File: config.mk
export PLATFORM = sky130hd
export DESIGN_NAME = cmd_serializer
export DESIGN_NICKNAME = d
export VERILOG_FILES = /design/src/common/seq_pkg.sv /design/src/verilog/cmd_serializer.sv
export SDC_FILE = /design/constraint.sdc
export NUM_CORES = 1
export LEC_CHECK = 0
export BUFFER_PORTS_ARGS = -buffer_cell sky130_fd_sc_hd__buf_2
export CORE_MARGIN = 4
export CORE_UTILIZATION = 48
export CTS_CLUSTER_DIAMETER = 50
export CTS_CLUSTER_SIZE = 25
export DETAILED_ROUTE_END_ITERATION = 8
export PLACE_DENSITY = 0.81
export SYNTH_ARGS = -nofsm -noshare
export SYNTH_HDL_FRONTEND = slang
export SYNTH_SLANG_ARGS = --single-unit
File: constraint.sdc
create_clock -name clock -period 2 [get_ports clock]
set_input_delay 0.1 -clock clock [delete_from_list [all_inputs] [get_ports clock]]
set_output_delay 0.1 -clock clock [all_outputs]
set_load 0.005 [all_outputs]
File: src/common/seq_pkg.sv
package seq_pkg;

   localparam int inst_width     = 20;
   localparam int addr_width     = 8;
   localparam int prog_depth     = 256;
   localparam int num_iregs      = 4;
   localparam int num_devices    = 8;
   localparam int cmd_fifo_depth = 4;

   // any code above op_wn is illegal and stops the sequencer
   typedef enum logic [3:0] {
      op_no = 4'd0,
      op_ci = 4'd1,
      op_cr = 4'd2,
      op_ji = 4'd3,
      op_jr = 4'd4,
      op_jz = 4'd5,
      op_jn = 4'd6,
      op_wz = 4'd7,
      op_wn = 4'd8
   } opcode_t;

   typedef enum logic [2:0] {
      st_reset,
      st_ready,
      st_wait_z,
      st_wait_n,
      st_error
   } seq_state_t;

   // hi is the jump label, or {spare, dev[2:0], cmd[3:0]} for commands
   // lo is the immediate argument; lo[1:0] picks the status input
   typedef struct packed {
      opcode_t    code;
      logic [7:0] hi;
      logic [7:0] lo;
   } inst_t;

   typedef logic [num_iregs-1:0][7:0] ireg_t;

   typedef struct packed {
      logic [3:0]             cmd;
      logic [7:0]             arg;
      logic [num_devices-1:0] sel;   // one-hot device
   } dev_cmd_t;

   function automatic logic [$clog2(num_devices)-1:0] inst_dev(inst_t i);
      return i.hi[6:4];
   endfunction

   function automatic logic [3:0] inst_cmd(inst_t i);
      return i.hi[3:0];
   endfunction

   function automatic logic [addr_width-1:0] inst_label(inst_t i);
      return i.hi;
   endfunction

   function automatic logic [$clog2(num_iregs)-1:0] inst_src(inst_t i);
      return i.lo[1:0];
   endfunction

endpackage

File: src/verilog/cmd_serializer.sv
`timescale 1ns/1ps

module cmd_serializer
   import seq_pkg::*;
(
   input  logic                   clock,
   input  logic                   reset,
   input  logic                   empty,
   input  dev_cmd_t               head,
   output logic                   pop,
   output logic                   link_start,
   output logic [3:0]             link_data,
   output logic [num_devices-1:0] link_sel
);

   logic                   busy;
   logic [1:0]             nib;      // 0 cmd, 1 arg high, 2 arg low
   logic [11:0]            shreg;    // {cmd, arg}, top nibble on the link
   logic [num_devices-1:0] sel_q;

   // take the next command when idle or on the last nibble
   assign pop = !empty && (!busy || nib == 2'd2);

   assign link_start = busy && (nib == 2'd0);
   assign link_data  = shreg[11:8];
   assign link_sel   = busy ? sel_q : '0;

   always_ff @(posedge clock) begin
      if (reset) begin
         busy <= 1'b0;
         nib  <= 2'd0;
      end else if (pop) begin
         busy <= 1'b1;
         nib  <= 2'd0;
      end else if (busy) begin
         if (nib == 2'd2) begin
            busy <= 1'b0;   // frame done, nothing waiting
            nib  <= 2'd0;
         end else begin
            nib <= nib + 1'b1;
         end
      end
   end

   always_ff @(posedge clock) begin
      if (pop) begin
         shreg <= {head.cmd, head.arg};
         sel_q <= head.sel;
      end else begin
         shreg <= shreg << 4;
      end
   end

   a_sel_onehot0: assert property (@(posedge clock) disable iff (reset)
      $onehot0(link_sel));

endmodule

Word level (Yosys, flattened, before mapping)
Index checks and enable logic that the tools add are counted.
- register bits after elaboration: 23
- input bits: 23
- output and inout bits: 14
- word-level logic and storage cells: 20
- add/subtract/negate cells: 1
- equality and inequality tests: 1
- multiplexer cells: 6
- reductions and logical operators: 7
- operator list (cell ; count):
    two-way mux 12 bit ; 1
    two-way mux 8 bit ; 1
    two-way mux 1 bit ; 3
    adder 2 x 1 -> 2 bit, second input constant ; 1
    == test 2 bit, second input constant ; 1
    logical AND 1 bit ; 2
    zero test 1 bit ; 2
    zero test 2 bit ; 1
    two-way mux 2 bit ; 1
    OR reduction 2 bit ; 1
    logical OR 1 bit ; 1

Depth between registers and ports, before layout
- word-level depth: 4
- gate-level depth with buffers: 4
- gate-level depth less buffers: 3

Worst setup path after synthesis
OpenSTA, ideal clock, no wires.
- path type: register to register
- start: register nib[0]
- end: register shreg[10]
- setup time: 0.121 ns
- arrival time: 1.133 ns
- required time: 1.879 ns
- setup slack: 0.746 ns
- stages on the path, launching flop included: 5
- path buffers: 1
- clock period less this slack: 1.254 ns
- path through: dfxtp_1 -> nand2b_4 -> a21oi_4 -> buf_8 -> mux2_4
- longest elaborated chain between the ends: 4
- ends and longest elaborated chain (item ; RTL line ; text):
    from (decl) ; cmd_serializer.sv:17 ; logic [1:0] nib;
    from (signal assigned) ; cmd_serializer.sv:40 ; nib <= nib + 1'b1;
    == test 2 bit ; cmd_serializer.sv:22 ; assign pop = !empty && (!busy || nib == 2'd2);
    logical OR 1 bit ; cmd_serializer.sv:22 ;
    logical AND 1 bit ; cmd_serializer.sv:22 ;
    via pop ; cmd_serializer.sv:10 ; output logic pop,
    two-way mux 12 bit ; cmd_serializer.sv:46 ; if (pop) begin
    to (signal assigned) ; cmd_serializer.sv:47 ; shreg <= {head.cmd, head.arg};
    to (signal assigned) ; cmd_serializer.sv:50 ; shreg <= shreg << 4;
    to (decl) ; cmd_serializer.sv:18 ; logic [11:0] shreg;
The timed path passes the listed nets, and every way through them passes these cells.
A chain may end at the register's enable or synchronous reset.

Worst setup path after layout
- start: register nib[1]
- end: output pop
- longest elaborated chain between the ends: 3
- ends and longest elaborated chain (item ; RTL line):
    == test 2 bit ; cmd_serializer.sv:22
    logical OR 1 bit ; cmd_serializer.sv:22
    logical AND 1 bit ; cmd_serializer.sv:22
    to (decl) ; cmd_serializer.sv:10
Every way passes these cells.

==> impl_metrics.ini <==
[yosys]
synth.avg_cell_area_um2 = 14.3
yosysSeqAreaShare = 0.632
syn-cell-area_um2 = 856
synth-simple-area-share = 0.148
yosys.area_share.adder = 0
yosys-top-cells-count = dfxtp_1 (15), and2_1 (8), edfxtp_1 (8)
synthFlopType = dfxtp_1
yosys_warnings = 0
synth_cell_types = 17
synthTopCellsByArea = dfxtp_1 (35%), edfxtp_1 (28%), mux2_4 (8.8%)
synth_compound_area_frac = 0.0365
synthMuxAreaShare = 0.127
yosysMostFrequentCell = dfxtp_1
synth-xor-area-share = 0
synth_edf_count = 8
netlist_instances = 60
synth-seq-cells = 23
syn_nets = 83
yosys.area.top_type = dfxtp_1
synth_top_family_by_area = simple AND/OR/NAND/NOR gates
synth_top_area_frac = 0.351
ys_async_sr_fraction = 0

[global_route]
first_global_vias = 555
grt_max_degree = 20
gr-total-overflow = 0
antenna_found_initial = 0
grt_pass1_wl_um = 2370
grtUsageTotal = 0.127

[timing]
finalHoldViolations = 0
setup_viol = 0
post-route-period-util = 0.812
worstMarginPinSlew_ns = 0.592
setup_tns_ns = 0
slew_headroom = 0.604
fmax_mhz = 616
period_needed_ns = 1.62
slew_violations = 0
fin_ws_ns = 0.376
rsz0062_at_grt = no
clock_skew_ns = 0.00374

[pwr]
power_frac_clock = 0.231
p_comb_frac = 0.141
p_sw_frac = 0.202
switching_power_w = 0.000171
p_per_area_nw_per_um2 = 728
peakVddDrop_mv = 0.527
p_leak_nw = 0.530
p_int_w = 0.000675
pwr-share-seq = 0.628

[critical_path]
critPathArrivalTime_ns = 1.52
endpoint_kind = output port
worst_setup_path_start_kind = flop
critPathMaxFanout = 19
r2r_start = nib[1]
critPathKind = reg2out
reg2reg_to = shreg[8]
rrSetupSlack_ns = 0.49
reg2reg_depth = 3
worstPathRequired_ns = 1.90

[floorplan]
fp.dieW_um = 50.2
core_um2 = 1590
rows = 14
pin_count = 37
die_height_um = 50.2
design.die.area_um2 = 2520
initial_core_util = 0.537

[min_path]
hp-class = in2reg
min_path_cells = 2
hold_start = head[8]
hold-path-endpoint = shreg[0]

[clocking]
clkSlewWorstSetupHoldPaths_ns = 0.11
clk_latency_ns = 0.29
cts_tree = done
cts_htree_levels = 1
cts-root-buf = clkbuf_4
cts_buffer_depth = 2
clock_sinks = 23
cts_made_buffers = 3

[route]
routed_wirelength_um = 1410
drc = 0
dr.pass1.iters = 3
avgViaCountPerCell = 4.32
avgRoutedWirePerCell_um = 10.9
drtAntennaViolNets = 0
dr.first_iter.drc_count = 2
num_vias = 561

[place]
preCtsSetupSlack_ns = 0.487
io_buffer_count = 36
dp_cells = 115
place_hpwl_um = 1020
gp_congestion = 0.722

[cells_and_area]
nNetsFinal = 130
n_fill_cell = 117
area_growth_pct = 35.7
final_cells = 130
drive_gt1_frac = 0.509
fin_util = 0.728
diodes = 0

[status]
outcome = finished, final reports clean

[run]
max-cap-violations = 0
## cell type report
| type | count | area (um^2) | area share |
|---|---|---|---|
| clock buffer | 4 | 26.3 | 0.0226 |
| multi-input combinational | 31 | 267 | 0.230 |
| sequential | 23 | 541 | 0.466 |
| tap | 24 | 30.0 | 0.0259 |
| timing repair buffer | 48 | 298 | 0.256 |
## stage by stage
stage	total power [W]	instance area [um^2]	hold WS (ns)
global route	0.000899	1160	0.00237
floorplan	0.000611	856	0.169
detailed placement	0.000646	1020	0.279
finish	0.000846	1160	0.0143
CTS	0.000859	1150	0.000148
global placement	0.000642	1020	0.280
## worst max-delay path: stages, from the launching register on
cell	delay, ns
dfxtp_1	0.42
nand2b_4	0.08
a21oi_4	0.50
buf_2	0.22
## metal layers
| layer | GRT usage | up-vias | share of wire |
|---|---|---|---|
| met2 | 0.230 | 25 | 0.50 |
| met3 | 0.0385 | 2 | 0.093 |
| met4 | 0.0553 | 0 | 0.0071 |
| met1 | 0.135 | 246 | 0.40 |
| met5 | 0 | - | 0 |
| li1 | - | 288 | - |
## worst max path at each step
stage / startpoint / to / slack (ns)
CTS: nib[1] / pop / 0.34
global route: nib[0] / pop / 0.23
floorplan: nib[0] / shreg[10] / 0.75
finish: nib[1] / pop / 0.38
global placement: nib[0] / sel_q[1] / 0.52
detailed placement: nib[0] / sel_q[6] / 0.49
## cells by family (layout without fill, tap and decap cells)
| kind of cell | after synthesis | in the layout |
|---|---|---|
| AO/OA/AOI/OAI | 4 | 4 |
| buffers and inverters | 6 | 52 |
| flip-flops | 23 | 23 |
| multiplexers | 8 | 8 |
| AND/OR/NAND/NOR | 19 | 19 |
## flip-flops by register name, summed over array words and instances, names as in the netlist
name,cells
shreg,12
sel_q,8
nib,2
busy,1
## placed cells by master (no fill, tap or decap), drive strengths merged
cell / instances
buf: 37
dfxtp: 15
and2: 12
dlygate4sd3: 11
edfxtp: 8
mux2: 8
a21oi: 4
clkbuf: 4
nand2: 2
nand2b: 1
nor3b: 1
nand3b: 1
nor2b: 1
nor2: 1
## power groups by stage
stage               clock network (W)  registers [W]  logic [W]
detailed placement                  0       0.000543   0.000103
finish                       0.000195       0.000531   0.000119
floorplan                           0       0.000538  0.0000730
CTS                          0.000208       0.000532   0.000119
global route                 0.000231       0.000537   0.000131
global placement                    0       0.000541   0.000101
## repair_timing
item	4_1_cts	5_1_grt
hold buffers	10	1
endpoints found under the hold margin	12	1
buffers inserted	0	0
resized for setup	0	0
setup endpoints to repair	0	0
Note: power is estimated with default switching activity, not from simulation.
