**config.mk**
```make
export PLATFORM = sky130hd
export DESIGN_NAME = seq_core
export DESIGN_NICKNAME = d
export VERILOG_FILES = /design/src/common/seq_pkg.sv /design/src/seq/seq_core.sv
export SDC_FILE = /design/constraint.sdc
export NUM_CORES = 1
export LEC_CHECK = 0
export ABC_AREA = 1
export BUFFER_PORTS_ARGS = -buffer_cell sky130_fd_sc_hd__buf_2
export CORE_MARGIN = 2
export CORE_UTILIZATION = 55
export CTS_CLUSTER_SIZE = 16
export DETAILED_ROUTE_END_ITERATION = 8
export PLACE_DENSITY = 0.9
export SYNTH_ARGS = -nofsm -noshare
export SYNTH_HDL_FRONTEND = slang
export SYNTH_SLANG_ARGS = --single-unit
```
**constraint.sdc**
```tcl
create_clock -name clock -period 3 [get_ports clock]
set_input_delay 0.45 -clock clock [delete_from_list [all_inputs] [get_ports clock]]
set_output_delay 0.45 -clock clock [all_outputs]
set_load 0.01 [all_outputs]
```
**src/common/seq_pkg.sv**
```systemverilog
package seq_pkg;

   localparam int inst_width     = 20;
   localparam int addr_width     = 8;
   localparam int prog_depth     = 256;
   localparam int num_iregs      = 4;
   localparam int num_devices    = 8;
   localparam int cmd_fifo_depth = 4;

   // any code above op_wn is illegal and stops the sequencer
   typedef enum logic [3:0] {
      op_no = 4'd0,
      op_ci = 4'd1,
      op_cr = 4'd2,
      op_ji = 4'd3,
      op_jr = 4'd4,
      op_jz = 4'd5,
      op_jn = 4'd6,
      op_wz = 4'd7,
      op_wn = 4'd8
   } opcode_t;

   typedef enum logic [2:0] {
      st_reset,
      st_ready,
      st_wait_z,
      st_wait_n,
      st_error
   } seq_state_t;

   // hi is the jump label, or {spare, dev[2:0], cmd[3:0]} for commands
   // lo is the immediate argument; lo[1:0] picks the status input
   typedef struct packed {
      opcode_t    code;
      logic [7:0] hi;
      logic [7:0] lo;
   } inst_t;

   typedef logic [num_iregs-1:0][7:0] ireg_t;

   typedef struct packed {
      logic [3:0]             cmd;
      logic [7:0]             arg;
      logic [num_devices-1:0] sel;   // one-hot device
   } dev_cmd_t;

   function automatic logic [$clog2(num_devices)-1:0] inst_dev(inst_t i);
      return i.hi[6:4];
   endfunction

   function automatic logic [3:0] inst_cmd(inst_t i);
      return i.hi[3:0];
   endfunction

   function automatic logic [addr_width-1:0] inst_label(inst_t i);
      return i.hi;
   endfunction

   function automatic logic [$clog2(num_iregs)-1:0] inst_src(inst_t i);
      return i.lo[1:0];
   endfunction

endpackage

```
**src/seq/seq_core.sv**
```systemverilog
`timescale 1ns/1ps

module seq_core
   import seq_pkg::*;
(
   input  logic                  clock,
   input  logic                  reset,
   input  inst_t                 inst,
   input  logic                  inst_valid,
   input  ireg_t                 ireg,
   input  logic                  cmd_hold,
   output logic [addr_width-1:0] pc,
   output dev_cmd_t              cmd,
   output logic                  cmd_push,
   output logic                  seq_error
);

   seq_state_t             state;
   logic [7:0]             src_val;
   logic                   src_zero;
   logic [num_devices-1:0] dev_sel;
   logic                   exec;

   // status input picked by the source field
   assign src_val  = ireg[inst_src(inst)];
   assign src_zero = (src_val == 8'd0);
   assign dev_sel  = num_devices'(1) << inst_dev(inst);

   // one instruction per cycle unless the word is missing or the FIFO is near full
   assign exec = (state == st_ready) && inst_valid && !cmd_hold;

   assign seq_error = (state == st_error);

   always_ff @(posedge clock) begin
      if (reset) begin
         state    <= st_reset;
         pc       <= '0;
         cmd_push <= 1'b0;
      end else begin
         cmd_push <= 1'b0;   // strobe
         case (state)
            st_reset: begin
               state <= st_ready;
            end
            st_ready: begin
               if (exec) begin
                  case (inst.code)
                     op_no: pc <= pc + 1'b1;
                     op_ci, op_cr: begin
                        pc       <= pc + 1'b1;
                        cmd_push <= 1'b1;
                     end
                     op_ji: pc <= inst_label(inst);
                     op_jr: pc <= src_val;
                     op_jz: pc <= src_zero ? inst_label(inst) : pc + 1'b1;
                     op_jn: pc <= !src_zero ? inst_label(inst) : pc + 1'b1;
                     op_wz: begin
                        if (src_zero) begin
                           pc <= pc + 1'b1;   // already met, no wait cycle
                        end else begin
                           state <= st_wait_z;
                        end
                     end
                     op_wn: begin
                        if (!src_zero) begin
                           pc <= pc + 1'b1;
                        end else begin
                           state <= st_wait_n;
                        end
                     end
                     default: begin
                        state <= st_error;
                        pc    <= '0;
                     end
                  endcase
               end
            end
            // pc still points at the wait, so inst gives the same source
            st_wait_z: begin
               if (src_zero) begin
                  state <= st_ready;
                  pc    <= pc + 1'b1;
               end
            end
            st_wait_n: begin
               if (!src_zero) begin
                  state <= st_ready;
                  pc    <= pc + 1'b1;
               end
            end
            st_error: pc <= '0;   // stays here until reset
            default: begin
               state <= st_error;
               pc    <= '0;
            end
         endcase
      end
   end

   // command payload, qualified by cmd_push
   always_ff @(posedge clock) begin
      if (exec) begin
         cmd.cmd <= inst_cmd(inst);
         cmd.arg <= (inst.code == op_cr) ? src_val : inst.lo;
         cmd.sel <= dev_sel;
      end
   end

   a_push_onehot: assert property (@(posedge clock) disable iff (reset)
      cmd_push |-> $onehot(cmd.sel));

   a_no_push_in_error: assert property (@(posedge clock) disable iff (reset)
      (state == st_error) |=> !cmd_push);

endmodule

```
== After elaboration in Yosys (flattened, before gate mapping) ==
Cells that the tools add are included.
Cells by class
  muxes and demuxes: 18
  magnitude comparators: 1
  shifts and indexed selects: 1
  add/subtract/negate cells: 1
  equal/unequal tests: 18
  reduce and logical (&&, ||, !) cells: 12
  bitwise operators: 4
Operators by type and width (count)
  8-bit two-way mux: 7
  8-bit case mux with 7 select lines: 1
  8-bit case mux with 4 select lines: 1
  8-bit binary-select mux with 2-bit select: 1
  4-bit by 3-bit equality test with 1-bit output, second input constant: 4
  3-bit two-way mux: 5
  3-bit case mux with 5 select lines: 1
  3-bit case mux with 3 select lines: 1
  8-bit by 1-bit adder with 8-bit output, second input constant: 1
  4-bit by 2-bit equality test with 1-bit output, second input constant: 2
  8-bit logical NOT: 1
  2-bit != test, second input constant: 4
  1-bit by 3-bit left shift with 8-bit output, first input constant: 1
  7-bit AND reduction: 1
  7-bit OR reduction: 1
  3-bit by 2-bit equality test with 1-bit output, second input constant: 2
  3-bit != test, second input constant: 2
  3-bit OR reduction: 2
  4-bit by 1-bit equality test with 1-bit output, second input constant: 1
  4-bit equality test, second input constant: 1
  4-bit logical NOT: 1
  1-bit NOT: 4
  3-bit by 1-bit equality test with 1-bit output, second input constant: 1
  3-bit equality test, second input constant: 1
  7 further kinds: 8
Word-level totals
  register bits: 32
  word-level logic and storage cells: 61

== Logic depth before layout (Yosys ltp) ==
  depth in word-level cells: 7
  depth in mapped cells: 19

== Worst setup path after synthesis ==
No wires, ideal clock.
  path type: in2reg
  start: input port inst[0] (netlist name)
  end: register pc[2]
  required time: 2.866 ns
  cell stages on the path: 15
  arrival time: 1.855 ns
  buffers on the path: 3
  setup slack: 1.012 ns
  cell sequence: buf_6 -> buf_4 -> nand2_1 -> nand3_1 -> nand2_1 -> nand2_1 -> nor2_4 -> nand2_4 -> buf_2 -> o21ai_0 -> nand3_1 -> a21oi_1 -> nand2_1 -> nand2_1 -> a21oi_1
Between the ends
  longest elaborated chain between the ends: 7
  elaborated cells between the ends (all ways): 10
  classes of those cells: mux (9); reduce/logical (1)
RTL lines
  start: declaration: RTL line seq_core.sv:8  | input inst_t inst,
  8-bit binary-select mux with 2-bit select *: RTL line seq_core.sv:25  | assign src_val = ireg[inst_src(inst)];
  8-bit two-way mux (not written as such) *: RTL line seq_core.sv:25
  8-bit logical NOT: RTL line seq_core.sv:26  | assign src_zero = (src_val == 8'd0);
  8-bit two-way mux, on equally long branches
  8-bit case mux with 7 select lines: RTL line seq_core.sv:47  | case (inst.code)
  8-bit two-way mux: RTL line seq_core.sv:46  | if (exec) begin
  8-bit case mux with 4 select lines *: RTL line seq_core.sv:41  | case (state)
  end signal: assignment: RTL line seq_core.sv:48  | op_no: pc <= pc + 1'b1;
  end signal: assignment: RTL line seq_core.sv:50  | pc <= pc + 1'b1;
  end signal: assignment: RTL line seq_core.sv:53  | op_ji: pc <= inst_label(inst);
  end: declaration: RTL line seq_core.sv:12  | output logic [addr_width-1:0] pc,
Mark *: on every way between the ends. The rest lies on a longest branch, timed or not. The select of a mux whose other input is x is not followed.
A chain may end at the register's enable or synchronous reset.

== Worst setup path in the final report ==
  start: input port inst[0] (netlist name)
  end: register state[2]
Between the ends
  longest elaborated chain between the ends: 5
  elaborated cells between the ends (all ways): 8
  classes of those cells: eq/ne (4); mux (2); reduce/logical (2)
RTL lines
  8-bit binary-select mux with 2-bit select *: RTL line seq_core.sv:25
  8-bit two-way mux (not written as such) *: RTL line seq_core.sv:25
  8-bit logical NOT *: RTL line seq_core.sv:26
  3-bit != test (no line) / 2-bit != test (equally long branches)
  7-bit AND reduction (no line) *
  end signal: assignment: RTL line seq_core.sv:36  | state <= st_reset;
  end signal: assignment: RTL line seq_core.sv:43  | state <= st_ready;
  end signal: assignment: RTL line seq_core.sv:61  | state <= st_wait_z;
  end: declaration: RTL line seq_core.sv:18  | seq_state_t state;
Marked as above.

==> results.yml <==
run_status:
  status: "finished clean"
floorplan:
  die_area_sq_um: 5260
  fp-row-count: 24
  die_w_microns: 72.5
  start_util: 0.581
  core_area_sq_um: 4440
  io_pins: 86
  dieHeight_microns: 72.5
clock_network:
  path_clk_slew_ns: 0.07
  clockBufferDepth: 2
  cts_buffers: 5
  cts_root_buffer: "clkbuf_8"
  cts_setup_buffers: 0
  tritoncts: "done"
  insertion_delay_ns: 0.29
  clkSinkCount: 32
  holdBufCountCts: 0
  ctsResizeCount: 0
  htreeDepth: 2
worst_setup_path:
  cp_cell_sequence: "buf_2 -> inv_4 -> nand2_1 -> nand3_1 -> nand2_1 -> nand2_1 -> nor2_4 -> nand2_4 -> clkinv_2 -> nand2_1 -> nand4_2 -> or3_1 -> a21oi_1"
  worstPathArrival_ns: 2.56
  path_common_cell: "nand2_1"
  cp_top_family: "simple AND/OR/NAND/NOR gates"
  crit_required_ns: 3.22
  critPathMaxFanout: 43
  endpoint_kind: "flop"
  setup.worst_path.class: "in2reg"
  critPathBufInv: 3
  start_kind: "input pin"
  slowest_delay_ns: 0.33
  cp_slowest_cell: "or3_1"
final_layout:
  fillers: 398
  layout-drive-gt1-share: 0.218
  multi_input_area_sq_um: 1480
  layout_common_cells: "nand2_1, buf_2, inv_1, nand3_1, o21ai_0"
  instances_no_fill: 547
  syn2layout_area_growth_pct: 19.6
  layout_commonest_cell: "nand2_1"
  seq_area_sq_um: 841
  final_area_sq_um: 3090
  finish.net_count: 551
  diodes: 0
logic_synthesis:
  yosysUniqueCellTypes: 32
  ys_seq_area_frac: 0.326
  synth.area.mux_share: 0
  syn_inst: 410
  synth-xor-area-share: 0.0170
  synth_seq_cells: 32
  synth-compound-area-share: 0.151
  synth_warnings: 0
  synthAdderAreaFrac: 0.00484
  synth.avg_cell_area_sq_um: 6.30
  synth_top_family_by_area: "simple AND/OR/NAND/NOR gates"
  netlist_area_sq_um: 2580
  synth-simple-area-share: 0.400
  synthesis.nets: 467
drt:
  wl_per_cell_microns: 13.4
  routed_wl_microns: 7320
  ant_nets: 0
  route.detailed.drc: 0
  vias: 3050
  firstDrtPassIters: 5
  first_iter_violations: 289
  via_per_inst: 5.58
global_route:
  grt_usage: 0.293
  antenna_found_initial: 0
  grt_pass1_vias: 2829
  grt_max_degree: 44
  grt_overflow: 0
  grt_first_pass_wirelength_microns: 12200
placed_design:
  gp_congestion: 0.966
  dp.cells: 539
  placed_area_sq_um: 3010
  io_buffers: 85
  hpwlAfterDp_microns: 5570
pwr:
  power_mw: 1.41
  p_per_area_nw_per_um2: 456
  irDropWorstVdd_mv: 0.494
  p_leak_nw: 1.59
sta:
  maxSlewViolCount: 0
  hold_violations: 0
  fin_tns_setup_ns: 0
  max_freq_ghz: 0.428
  min_period_ns: 2.33
  tightest_slew_ns: 0.818
  max_slew_margin: 0.454
  setup_viol: 0
  period_share: 0.778
  clock_skew_ns: 0.00633
  whs_ns: 0.370
  rsz0062_at_grt: "false"
hold_path:
  hp-class: "in2reg"
job:
  cap_viol_max_count: 0
synthesized netlist by cell type:
master | instances | area (sq um)
clkinv_2 | 1 | 5.00
nor4_1 | 1 | 6.26
a21oi_1 | 17 | 85.1
nor2_1 | 28 | 105
nand3_1 | 37 | 185
o21bai_1 | 1 | 7.51
a211oi_1 | 2 | 15.0
a31oi_1 | 1 | 6.26
a21oi_2 | 1 | 8.76
ha_1 | 1 | 12.5
nor2_4 | 2 | 22.5
buf_2 | 3 | 15.0
or3_1 | 1 | 6.26
inv_1 | 42 | 158
nand2_1 | 155 | 582
inv_4 | 1 | 6.26
inv_2 | 2 | 7.51
edfxtp_1 | 20 | 601
nand2_2 | 5 | 31.3
nor3_1 | 14 | 70.1
o22ai_1 | 4 | 25.0
o21ai_0 | 34 | 170
xor2_1 | 5 | 43.8
a31oi_2 | 1 | 12.5
clkbuf_1 | 2 | 7.51
buf_6 | 5 | 56.3
dfxtp_1 | 12 | 240
o221ai_1 | 4 | 35.0
buf_4 | 1 | 7.51
nand2_4 | 1 | 11.3
nand4_2 | 1 | 12.5
o21ai_1 | 5 | 25.0
per-layer routing:
metal,share of wire,GRT usage,vias up
met2,0.49,0.510,150
met3,0.078,0.0514,28
met5,0,0,-
met1,0.41,0.357,1352
li1,-,-,1520
met4,0.031,0.119,0
cells by family (layout without fill, tap and decap cells):
kind of cell / count (synthesis) / in the layout
buffers and inverters: 57 / 142
xor gates and xnor gates: 5 / 5
adders and majority gates: 1 / 1
AOI/OAI and AO/OA: 70 / 70
and+or+nand+nor: 245 / 245
DFF: 32 / 32
metrics by stage:
step                      worst slack, ns   util
after floorplan                      1.01      -
after global placement              0.507  0.677
after detailed placement            0.404  0.677
after CTS                           0.683  0.695
after global routing                0.413  0.695
final                               0.665  0.695
final timing paths:
path	cells after the start	slack, ns	end	startpoint
min	1	0.37	cmd[16]	inst[8]
max	13	0.67	state[2]	inst[0]
max reg2reg	13	0.84	pc[1]	state[2]
min reg2reg	2	0.53	state[2]	state[2]
power breakdown:
group	switching (mW)	internal, mW	total, mW
clock network	0.155	0.158	0.313
registers	0.0321	0.522	0.555
logic	0.369	0.173	0.542
total	0.557	0.853	1.41
cell type report:
class	count	share of cell area
Multi-Input combinational cell	321	0.479
Sequential cell	32	0.272
Timing Repair Buffer	88	0.145
Inverter	46	0.0571
Clock buffer	6	0.0235
Tap cell	52	0.0211
Clock inverter	2	0.00243
registers in the layout, summed over array words and instances, names as in the netlist:
name,flops
cmd,20
state,3
cmd_push,1
pc,8
Note: power is estimated with default switching activity, not from simulation.
