--- src/common/seq_pkg.sv ---
package seq_pkg;

   localparam int inst_width     = 20;
   localparam int addr_width     = 8;
   localparam int prog_depth     = 256;
   localparam int num_iregs      = 4;
   localparam int num_devices    = 8;
   localparam int cmd_fifo_depth = 4;

   // any code above op_wn is illegal and stops the sequencer
   typedef enum logic [3:0] {
      op_no = 4'd0,
      op_ci = 4'd1,
      op_cr = 4'd2,
      op_ji = 4'd3,
      op_jr = 4'd4,
      op_jz = 4'd5,
      op_jn = 4'd6,
      op_wz = 4'd7,
      op_wn = 4'd8
   } opcode_t;

   typedef enum logic [2:0] {
      st_reset,
      st_ready,
      st_wait_z,
      st_wait_n,
      st_error
   } seq_state_t;

   // hi is the jump label, or {spare, dev[2:0], cmd[3:0]} for commands
   // lo is the immediate argument; lo[1:0] picks the status input
   typedef struct packed {
      opcode_t    code;
      logic [7:0] hi;
      logic [7:0] lo;
   } inst_t;

   typedef logic [num_iregs-1:0][7:0] ireg_t;

   typedef struct packed {
      logic [3:0]             cmd;
      logic [7:0]             arg;
      logic [num_devices-1:0] sel;   // one-hot device
   } dev_cmd_t;

   function automatic logic [$clog2(num_devices)-1:0] inst_dev(inst_t i);
      return i.hi[6:4];
   endfunction

   function automatic logic [3:0] inst_cmd(inst_t i);
      return i.hi[3:0];
   endfunction

   function automatic logic [addr_width-1:0] inst_label(inst_t i);
      return i.hi;
   endfunction

   function automatic logic [$clog2(num_iregs)-1:0] inst_src(inst_t i);
      return i.lo[1:0];
   endfunction

endpackage

--- src/verilog/cmd_fifo.sv ---
`timescale 1ns/1ps

module cmd_fifo
   import seq_pkg::*;
#(
   parameter type payload_t = logic [7:0]
)
(
   input  logic     clock,
   input  logic     reset,
   input  logic     push,
   input  payload_t din,
   input  logic     pop,
   output payload_t head,
   output logic     empty,
   output logic     hold
);

   payload_t                              mem [cmd_fifo_depth];
   logic [$clog2(cmd_fifo_depth)-1:0]     rd_ptr;
   logic [$clog2(cmd_fifo_depth)-1:0]     wr_ptr;
   logic [$clog2(cmd_fifo_depth + 1)-1:0] count;
   logic                                  full;

   assign empty = (count == 0);
   assign full  = (count == cmd_fifo_depth);
   // one slot kept free for the push already registered upstream
   assign hold  = (count >= cmd_fifo_depth - 1);
   assign head  = mem[rd_ptr];

   always_ff @(posedge clock) begin
      if (push) begin
         mem[wr_ptr] <= din;
      end
   end

   always_ff @(posedge clock) begin
      if (reset) begin
         rd_ptr <= '0;
         wr_ptr <= '0;
         count  <= '0;
      end else begin
         if (push) begin
            wr_ptr <= (wr_ptr == cmd_fifo_depth - 1) ? '0 : wr_ptr + 1'b1;
         end
         if (pop) begin
            rd_ptr <= (rd_ptr == cmd_fifo_depth - 1) ? '0 : rd_ptr + 1'b1;
         end
         case ({push, pop})
            2'b10:   count <= count + 1'b1;
            2'b01:   count <= count - 1'b1;
            default: count <= count;   // both or neither
         endcase
      end
   end

   a_no_overflow: assert property (@(posedge clock) disable iff (reset)
      push |-> !full);

   a_no_underflow: assert property (@(posedge clock) disable iff (reset)
      pop |-> !empty);

endmodule

--- config.mk ---
export PLATFORM = sky130hd
export DESIGN_NAME = cmd_fifo
export DESIGN_NICKNAME = d
export VERILOG_FILES = /design/src/common/seq_pkg.sv /design/src/verilog/cmd_fifo.sv
export SDC_FILE = /design/constraint.sdc
export NUM_CORES = 1
export LEC_CHECK = 0
export ABC_AREA = 1
export BUFFER_PORTS_ARGS = -buffer_cell sky130_fd_sc_hd__buf_2
export CAP_MARGIN = 5
export CORE_MARGIN = 4
export CORE_UTILIZATION = 40
export DETAILED_ROUTE_END_ITERATION = 7
export PLACE_DENSITY_LB_ADDON = 0.12
export SLEW_MARGIN = 10
export SYNTH_ARGS = -nofsm -noshare
export SYNTH_HDL_FRONTEND = slang
export SYNTH_SLANG_ARGS = --single-unit
--- constraint.sdc ---
create_clock -name clock -period 1.98 [get_ports clock]
set_input_delay 0.099 -clock clock [delete_from_list [all_inputs] [get_ports clock]]
set_output_delay 0.099 -clock clock [all_outputs]
set_load 0.02 [all_outputs]
* Word-level counts from Yosys, hierarchy flattened
Memory sizes are Yosys's and may differ from the RTL's. A register that Yosys moved wholly into a read port is not among the register bits. Index checks and enable logic that the tools add are counted.
Word-level totals: register bits 7, bits in writable memories 32, bits of input ports 12, output and inout bits 10, logic and storage cells 22, memories 1
Memory list:
- mem | depth 4, bits a word 8, rd ports 1, clocked after memory_dff 1, wr ports 1, line cmd_fifo.sv:19 | payload_t mem [cmd_fifo_depth];
Cells by class: add/sub/neg operators 4, magnitude comparators 1, eq/ne operators 4, muxes and demuxes 7, reductions and logical operators 2
Operator list (number):
- 2-to-1 mux 2 bit | 4
- == test 2 bit (second input constant) | 3
- case mux 3 bit (2 select lines) | 1
- adder 2 x 1 -> 2 bit (second input constant) | 2
- adder 3 x 1 -> 3 bit (second input constant) | 1
- >= comparator 3 x 2 -> 1 bit (second input constant) | 1
- zero test 3 bit | 1
- subtractor 3 x 1 -> 3 bit (second input constant) | 1
- == test 2 x 1 -> 1 bit (second input constant) | 1
- 2-to-1 mux 1 bit | 2
- nonzero test 2 bit | 1

* Longest topological paths before layout
Gate-level depths: netlist (run 1).
word-level depth 4, mapped depth 10, mapped depth without buffers 10

* Worst setup path before layout (run 1)
No wires, ideal clock.
path type reg-to-reg, start point register count[0], end point register count[2], library setup time 0.110 ns, arrival 1.107 ns, data required time 1.870 ns, setup slack 0.764 ns, cell stages (with the launch flop) 9, buffers on the path 0, clock period less this slack 1.216 ns, path through dfxtp_1 > inv_1 > fa_1 > inv_1 > nand2_1 > nand3_1 > nand2_1 > inv_1 > nor2_1
Between the ends: word-level cells in the longest chain between the ends 2, elaborated cells on any way between the ends 3, those cells by class add/sub: 2; mux: 1
RTL lines:
- from (decl) | line cmd_fifo.sv:22 | logic [$clog2(cmd_fifo_depth + 1)-1:0] count;
- from (signal assigned) | line cmd_fifo.sv:50 | 2'b10: count <= count + 1'b1;
- from (signal assigned) | line cmd_fifo.sv:51 | 2'b01: count <= count - 1'b1;
- from (signal assigned) | line cmd_fifo.sv:52 | default: count <= count;
- subtractor 3 x 1 -> 3 bit or adder 3 x 1 -> 3 bit (tied branches) | line cmd_fifo.sv:51, cmd_fifo.sv:50
- case mux 3 bit (2 select lines) (*) | line cmd_fifo.sv:49 | case ({push, pop})
Mark *: on every way between the ends. The rest lies on a longest branch, timed or not. A chain may end at the register's enable or synchronous reset.

==> out/metrics.csv, run 1 <==
metric,value,unit
final_max_slew_viol_count,0,
synth_edf_count,32,
synth_top_family_by_area,compound AO/OA/AOI/OAI gates,
hpwl,2200,µm
rsz0062_at_grt,no,
cts-root-buf,clkbuf_8,
grt_pass1_wl,5000,µm
hold_class,in -> reg,
routed_wl,3110,µm
core_area,0.00400,mm²
synthFlopType,edfxtp_1,
worstPathMaxFanout,16,
via_per_inst,4.85,
cts.htree.levels,2,
postCtsSetupBuffers,0,
multiInputGateArea,423,µm²
ys_warn_count,0,
max_freq,615,MHz
use_met3,4.16,%
place_congestion,0.793,
critical_path_class,reg -> out,
endpoint_kind,output pin,
status,finished clean,
cts_made_buffers,5,
vias,1043,
nFillCells,368,
use_met1,14.1,%
cts.sinks,41,
synth_mux_area_share,0,%
register_area,0.00114,mm²
synth_xor_area_share,0,%
p_total,1.91,mW
top_usage_layer,met2,
leakage,0.779,nW
clk_latency,0.29,ns
routedWlPerCell,14.4,µm
clk_pin_slew,0.08,ns
finalHoldViolations,0,
fin_skew,0.00429,ns
dr.pass1.iters,4,
layout.nets,183,
tightest_slew,0.399,ns
die_h,72.3,µm
drive_above_1_share,20.6,%
max-cap-violations,0,
die_area,0.00523,mm²
grtUsageTotal,13.0,%
relSlewSlack,73.4,%
antenna_left,0,
holdPathStages,1,
syn-num-nets,155,
cp_data_arrival_time,1.53,ns
gr-total-overflow,0,
antenna_found_initial,0,
period_minus_slack,1.63,ns
synth_seq_cells,41,
drtIter0Drc,40,
netlist-cell-type-count,18,
synthAdderAreaFrac,5.75,%
r2r_cells,8,
drc,0,
place_inst,206,
diodes,0,
async_flop_share,0,%
grt_max_degree,17,
ys_seq_area_share,69.0,%
peakVddDrop,0.000660,V
synth-simple-area-share,8.47,%
grt_pass1_vias,1074,
die_w,72.3,µm
syn_inst,136,
syn_to_final_growth,16.9,%
port_buffers,21,
cts_max_path_buffers,2,
cp-start-kind,flip-flop,
required,1.88,ns
placementRows,23,
setup_viol_count_final,0,
use_met2,23.4,%
finalNonFillerCells,215,
cts_tree,built,
p_per_area,990,mW/mm²
syn_area,0.00165,mm²
io_pins,22,
finalSetupTns,0,ns
post-route-period-util,82.2,%
start_util,41.4,%
syn_area_per_cell,12.2,µm²
synth-compound-area-share,11.3,%
[cell type report]
class                           count  area share, %
Sequential cell                    41           59.0
Multi-Input combinational cell     75           21.9
Tap cell                           50           3.24
Timing Repair Buffer               23           6.34
Clock inverter                      1           1.55
Inverter                           18           3.50
Clock buffer                        7           4.47
[stage by stage]
stage	util, %	area [µm²]	setup WS [ns]	hold WS [ns]
after floorplan	-	1650	0.764	0.171
after global placement	45.2	1810	0.621	0.298
after detailed placement	45.2	1810	0.554	0.303
after CTS	48.3	1930	0.327	0.00958
after global routing	48.3	1930	0.171	0.0100
final	48.3	1930	0.353	0.0191
[flip-flops by register name (all words and copies together) (netlist names), named ones only]
signal / flops
mem: 32
wr_ptr: 2
rd_ptr: 2
count: 3
[final timing paths]
kind | start | end | slack [ns]
setup / recovery | flip-flop | head[2] | 0.35
hold reg to reg | count[0] | count[0] | 0.48
hold / removal | din[2] | mem[0][2] | 0.02
setup reg to reg | count[0] | count[2] | 0.66
[cell usage in the layout, fill, tap and decap left out]
cell	count
buf_2	21
o21ai_2	2
nand2_1	8
o22ai_1	8
o21ai_0	17
bufinv_16	1
dlygate4sd3_1	1
nor3_1	3
clkbuf_8	6
nor2_2	2
clkbuf_1	1
fa_1	1
o21ai_1	2
edfxtp_1	32
buf_4	1
inv_2	1
nor2_1	19
inv_1	17
ha_1	6
nand3_1	1
nand4_1	1
dfxtp_1	9
a21oi_1	5
[report_power, final]
group          switching, mW  internal (mW)
registers             0.0267          0.973
logic                  0.150         0.0778
clock network          0.275          0.411
total                  0.452           1.46
[metal layers]
metal	routed length, µm	vias up
met2	1680	15
li1	-	531
met5	0	-
met1	1280	492
met4	48	0
met3	103	5
[critical path, cell delays in order, from the launching register on]
cell and delay [ns]:
dfxtp_1 0.55, inv_2 0.22, o21ai_0 0.20, o22ai_1 0.10, buf_2 0.17
[synthesized netlist by cell type, drive strengths merged, types with 2 or more instances]
| master | count | share of area [%] |
|---|---|---|
| nor3 | 3 | 0.91 |
| edfxtp | 32 | 58 |
| nor2 | 21 | 5.1 |
| buf | 2 | 1.4 |
| ha | 6 | 4.5 |
| o21ai | 21 | 6.8 |
| dfxtp | 9 | 11 |
| o22ai | 8 | 3.0 |
| a21oi | 5 | 1.5 |
| inv | 18 | 4.1 |
| nand2 | 8 | 1.8 |
[logic make-up (layout without fill, tap and decap cells)]
| logic type | after synthesis | after routing |
|---|---|---|
| simple gates | 34 | 34 |
| fa+ha+maj | 7 | 7 |
| buf+inv | 20 | 49 |
| flops | 41 | 41 |
| compound gates | 34 | 34 |
[timing repair]
action | 4_1_cts | 5_1_grt
hold buffers | 1 | 0
endpoints found under the hold margin | 1 | 0
gates resized for setup | 0 | 0
Power figures use the tool's default switching activity.
==> run 2: changes to the inputs <==
==> constraint.sdc (replaced) <==
create_clock -name clock -period 1.6 [get_ports clock]
set_input_delay 0.08 -clock clock [delete_from_list [all_inputs] [get_ports clock]]
set_output_delay 0.08 -clock clock [all_outputs]
set_load 0.02 [all_outputs]
==> run 2 against run 1 <==
Compared with the run above: worst setup slack worse by 0.21 ns; clock power increased by 15%; global-route usage increased by 0.33 points; register-to-register slack got worse by 0.39 ns; via count unchanged; worst hold slack got worse by 0.014 ns; non-clock buffer count increased by 3; utilization increased by 0.59 points; first-iteration DRC count is 38% higher; design area rose by 1.2%; cell count rose by 1.4%; die area stayed put.
==> out/metrics.csv, run 2 (synthesized netlist as in run 1, its figures left out) <==
metric,value,unit,change
max_freq,689,MHz,
required,1.52,ns,-0.36 ns
die_area,0.00523,mm²,unchanged
endpoint_kind,output pin,,
leakage,0.786,nW,+0.94%
routedWlPerCell,13.8,µm,-4.2%
cp_data_arrival_time,1.37,ns,-0.16 ns
drtIter0Drc,55,,+38%
fin_skew,0.00546,ns,+0.00117 ns
grt_pass1_wl,5110,µm,+2.2%
period_minus_slack,1.45,ns,
setup_viol_count_final,0,,unchanged
top_regs,"mem x32, count x3",,
cts-root-buf,clkbuf_8,,
die_h,72.3,µm,unchanged
syn_to_final_growth,18.3,%,
drive_above_1_share,20.8,%,+0.23 points
cp_slowest_stage_delay,0.38,ns,-0.17 ns
start_util,41.4,%,unchanged
status,finished clean,,
layout_commonest_cell,edfxtp_1,,
post-route-period-util,90.8,%,
cts_max_path_buffers,2,,unchanged
via_per_inst,4.78,,-1.4%
grtUsageTotal,13.3,%,+0.33 points
clk_pin_slew,0.07,ns,about the same
finalHoldViolations,0,,unchanged
cts.sinks,41,,unchanged
hold_class,in -> reg,,
vias,1043,,unchanged
cts_made_buffers,5,,unchanged
cts.htree.levels,2,,unchanged
slowest_stage,dfxtp_4,,
place_congestion,0.738,,-7.0%
diodes,0,,unchanged
antenna_left,0,,unchanged
mostFrequentLayoutCells,"32 x edfxtp_1, 21 x buf_2, 19 x nor2_1",,
dr.pass1.iters,4,,unchanged
cp_cell_sequence,inv_2 -> o21ai_0 -> o22ai_1 -> buf_2,,
core_area,0.00400,mm²,unchanged
rsz0062_at_grt,no,,
hpwl,2050,µm,-6.8%
final_max_slew_viol_count,0,,unchanged
drc,0,,unchanged
placementRows,23,,unchanged
cts_tree,built,,
antenna_found_initial,0,,unchanged
relSlewSlack,72.6,%,-0.79 points
routed_wl,3020,µm,-2.8%
io_pins,22,,unchanged
cp-start-kind,flip-flop,,
tightest_slew,0.411,ns,+0.0118 ns
critical_path_class,reg -> out,,
max-cap-violations,0,,unchanged
p_per_area,1180,mW/mm²,+20%
whs,0.00524,ns,-0.0139 ns
gr-total-overflow,0,,unchanged
peakVddDrop,0.000601,V,-9.0%
die_w,72.3,µm,unchanged
largest_register,mem,,
port_buffers,21,,unchanged
finalSetupTns,0,ns,unchanged
largest_register_ffs,32,,unchanged
grt_max_degree,17,,unchanged
layout.nets,186,,+1.6%
clk_latency,0.29,ns,about the same
grt_pass1_vias,1109,,+3.3%
worstPathMaxFanout,16,,unchanged
-- run 2: power breakdown --
group / switching, mW / total (mW) / internal (mW) / leakage [nW]
combinational: 0.190 / 0.292 / 0.102 / 0.364
sequential: 0.0318 / 1.24 / 1.20 / 0.369
clock: 0.329 / 0.789 / 0.460 / 0.0528
total: 0.550 / 2.32 / 1.77 / 0.786
-- run 2: metrics by stage --
stage	utilization, %	instances	setup slack [ns]	total power, mW	cell area [µm²]
floorplan	-	136	0.384	1.44	1650
detailed placement	45.2	206	0.168	1.55	1810
global placement	45.2	206	0.273	1.54	1810
global route	48.9	218	0.00236	2.43	1960
CTS	48.9	218	0.102	2.34	1950
finish	48.9	218	0.148	2.32	1960
-- run 2: timing repair --
action	CTS	global route
setup buffers	0	0
endpoints found under the hold margin	15	0
resized for setup	2	1
hold buffers	4	0
setup endpoints to repair	4	2
-- run 2: final timing paths --
check | startpoint | endpoint | slack, ns | depth (start not counted)
setup reg to reg | count[0] | count[2] | 0.27 | 7
setup / recovery | flip-flop | head[1] | 0.15 | 4
hold / removal | din[6] | mem[2][6] | 0.005 | 1
hold reg to reg | count[0] | count[0] | 0.48 | 1
-- run 2: worst max-delay path: cells and delay by family (launching register included) --
kind                   cells  cell delay, ns
AOI/OAI and AO/OA          2            0.26
buffers and inverters      2            0.44
DFF                        1            0.38
-- run 2: layout make-up --
| class | instances | area [µm²] |
|---|---|---|
| inverters | 18 | 67.6 |
| multi-input cells | 75 | 423 |
| clock inverters | 2 | 33.8 |
| repair buffers | 26 | 153 |
| flip-flops and latches | 41 | 1140 |
| fillers | 367 | 2040 |
| well taps | 50 | 62.6 |
| clock buffers | 6 | 72.6 |
-- run 2: layer usage --
metal	part of all wire, %	global-route usage [%]	routed length, µm	vias up
li1	-	-	-	533
met1	40	14.5	1220	487
met2	53	23.6	1590	16
met3	4.2	3.46	126	7
met4	2.6	6.89	78	0
met5	0	0	0	-
==> run 3: changes to the inputs <==
--- a/config.mk
+++ b/config.mk
@@ -9,9 +9,11 @@
 export BUFFER_PORTS_ARGS = -buffer_cell sky130_fd_sc_hd__buf_2
 export CAP_MARGIN = 5
 export CORE_MARGIN = 4
-export CORE_UTILIZATION = 40
+export CORE_UTILIZATION = 45
 export DETAILED_ROUTE_END_ITERATION = 7
 export PLACE_DENSITY_LB_ADDON = 0.12
+export REMOVE_ABC_BUFFERS = 1
+export SETUP_SLACK_MARGIN = 0.3
 export SLEW_MARGIN = 10
 export SYNTH_ARGS = -nofsm -noshare
 export SYNTH_HDL_FRONTEND = slang
==> run 3 against run 2 <==
Compared with the run above: sequential share of layout area decreased by 1.6 points; largest cell class unchanged; critical path type unchanged; routed wire length decreased by 1.4%; design area increased by 3.8%.
==> out/metrics.csv, run 3 (synthesized netlist as in run 1, its figures left out) <==
metric,value,unit,change
status,finished clean,,
post-route-period-util,83.1,%,-7.6 points
io_pins,22,,unchanged
hold_class,in -> reg,,
largest_register_ffs,32,,unchanged
period_minus_slack,1.33,ns,-0.122 ns
routed_wl,2980,µm,-1.4%
cts_tree,built,,
antenna_found_initial,0,,unchanged
max_freq,752,MHz,+9.2%
r2r-start,wr_ptr[1],,
fin_skew,0.00242,ns,-0.00304 ns
diodes,0,,unchanged
setup_viol_count_final,0,,unchanged
required,1.52,ns,about the same
use_met3,4.86,%,+1.4 points
p_per_area,1110,mW/mm²,-6.2%
clk_latency,0.29,ns,about the same
utilization,59.0,%,+10 points
grt_max_degree,17,,unchanged
internal_power,1.68,mW,-4.7%
r2r-end,mem[0][1],,
switchingPower,0.572,mW,+4.0%
die_area,0.00471,mm²,-9.9%
via_per_inst,5.06,,+5.7%
gr-total-overflow,0,,unchanged
cts_made_buffers,5,,unchanged
die_w,68.6,µm,-5.1%
largest_register,mem,,
die_h,68.6,µm,-5.1%
r2r_cells,4,,-3
mostFrequentLayoutCells,"32 x edfxtp_1, 19 x nor2_1, 14 x buf_2",,
syn_to_final_growth,22.8,%,
use_met1,15.6,%,+1.1 points
p_comb_share,14.5,%,+1.9 points
use_met2,23.8,%,+0.28 points
clk_pin_slew,0.08,ns,about the same
grt_pass1_wl,4580,µm,-10%
fin_ws,0.270,ns,+0.122 ns
tightest_slew,0.217,ns,-0.194 ns
dp_slack,0.213,ns,+0.0442 ns
slowest_stage,dfxtp_4,,
cts.sinks,41,,unchanged
cp-start-kind,flip-flop,,
cp_cell_sequence,buf_6 -> o21ai_2 -> o22ai_1 -> buf_4,,
place_inst,203,,-1.5%
postCtsSetupBuffers,0,,unchanged
routedWlPerCell,13.8,µm,about the same
grtUsageTotal,14.0,%,+0.72 points
seq_power_share,55.1,%,+1.8 points
grt_pass1_vias,1019,,-8.1%
top_usage_layer,met2,,
finalNonFillerCells,215,,-1.4%
cp_slowest_stage_delay,0.42,ns,+0.04 ns
peakVddDrop,0.000536,V,-11%
drc,0,,unchanged
placementRows,21,,-8.7%
port_buffers,21,,unchanged
worstPathMaxFanout,7,,-9
top_regs,"mem x32, count x3",,
drive_above_1_share,32.0,%,+11 points
cts-root-buf,clkbuf_8,,
min_to,mem[3][4],,
placed_cell_area,0.00181,mm²,+0.14%
hold_start,din[4],,
holdPathStages,1,,unchanged
layout.nets,187,,+0.54%
endpoint_kind,output pin,,
max-cap-violations,0,,unchanged
finalSetupTns,0,ns,unchanged
cts.htree.levels,2,,unchanged
rsz0062_at_grt,yes,,
leakage,0.769,nW,-2.2%
cts_max_path_buffers,2,,unchanged
dr.pass1.iters,4,,unchanged
core_area,0.00344,mm²,-14%
relSlewSlack,85.5,%,+13 points
power_switching_share,25.4,%,+1.6 points
hpwl,2040,µm,-0.53%
nFillCells,299,,-19%
vias,1087,,+4.2%
place_congestion,0.765,,+3.7%
rrSetupSlack,0.33,ns,+0.06 ns
start_util,48.1,%,+6.7 points
critical_path_class,reg -> out,,
power_frac_clock,30.4,%,-3.7 points
antenna_left,0,,unchanged
fin_area,0.00203,mm²,+3.8%
cp_data_arrival_time,1.25,ns,-0.12 ns
layout_commonest_cell,edfxtp_1,,
finalHoldViolations,0,,unchanged
drtIter0Drc,46,,-16%
final_max_slew_viol_count,0,,unchanged
## run 3: stage by stage
step                power (mW)  hold slack [ns]
finish                    2.26           0.0121
global route              2.37        0.0000347
CTS                       2.26          0.00829
detailed placement        1.55            0.292
global placement          1.54            0.288
floorplan                 1.43            0.152
## run 3: repair_timing
action	4_1_cts	5_1_grt
resized for setup	22	16
pin swaps	5	7
hold buffers	4	0
setup endpoints to repair	17	26
hold endpoints to repair	14	0
## run 3: power groups by stage
| stage | Sequential [mW] | Combinational (mW) | Clock (mW) |
|---|---|---|---|
| after floorplan | 1.25 | 0.181 | 0 |
| after global placement | 1.26 | 0.279 | 0 |
| after detailed placement | 1.26 | 0.288 | 0 |
| after CTS | 1.24 | 0.314 | 0.703 |
| after global routing | 1.25 | 0.362 | 0.758 |
| final | 1.24 | 0.327 | 0.686 |
## run 3: layer usage
metal	vias to the layer above	share of wire, %
met5	-	0
met1	522	41
li1	539	-
met4	0	2.1
met2	18	53
met3	8	3.7
## run 3: critical path: cells and delay by family, from the launching register on
kind            cells  cell delay [ns]
compound gates      2             0.24
buf+inv             2             0.31
flops               1             0.42
## run 3: area by class of cell
type	count	area (µm²)	share of cell area, %
Inverter	18	90.1	4.44
Sequential cell	41	1150	56.9
Tap cell	46	57.6	2.83
Multi-Input combinational cell	75	447	22.0
Clock inverter	2	13.8	0.678
Clock buffer	6	82.6	4.07
Timing Repair Buffer	27	185	9.12
## run 3: how the worst max path moves through the flow
stage / start / end / slack (ns) / depth (start not counted)
detailed placement: push / count[2] / 0.21 / 11
CTS: flip-flop / head[7] / 0.27 / 4
floorplan: count[0] / count[2] / 0.38 / 8
global route: flip-flop / head[6] / 0.20 / 4
finish: flip-flop / head[6] / 0.27 / 4
global placement: push / count[2] / 0.27 / 11
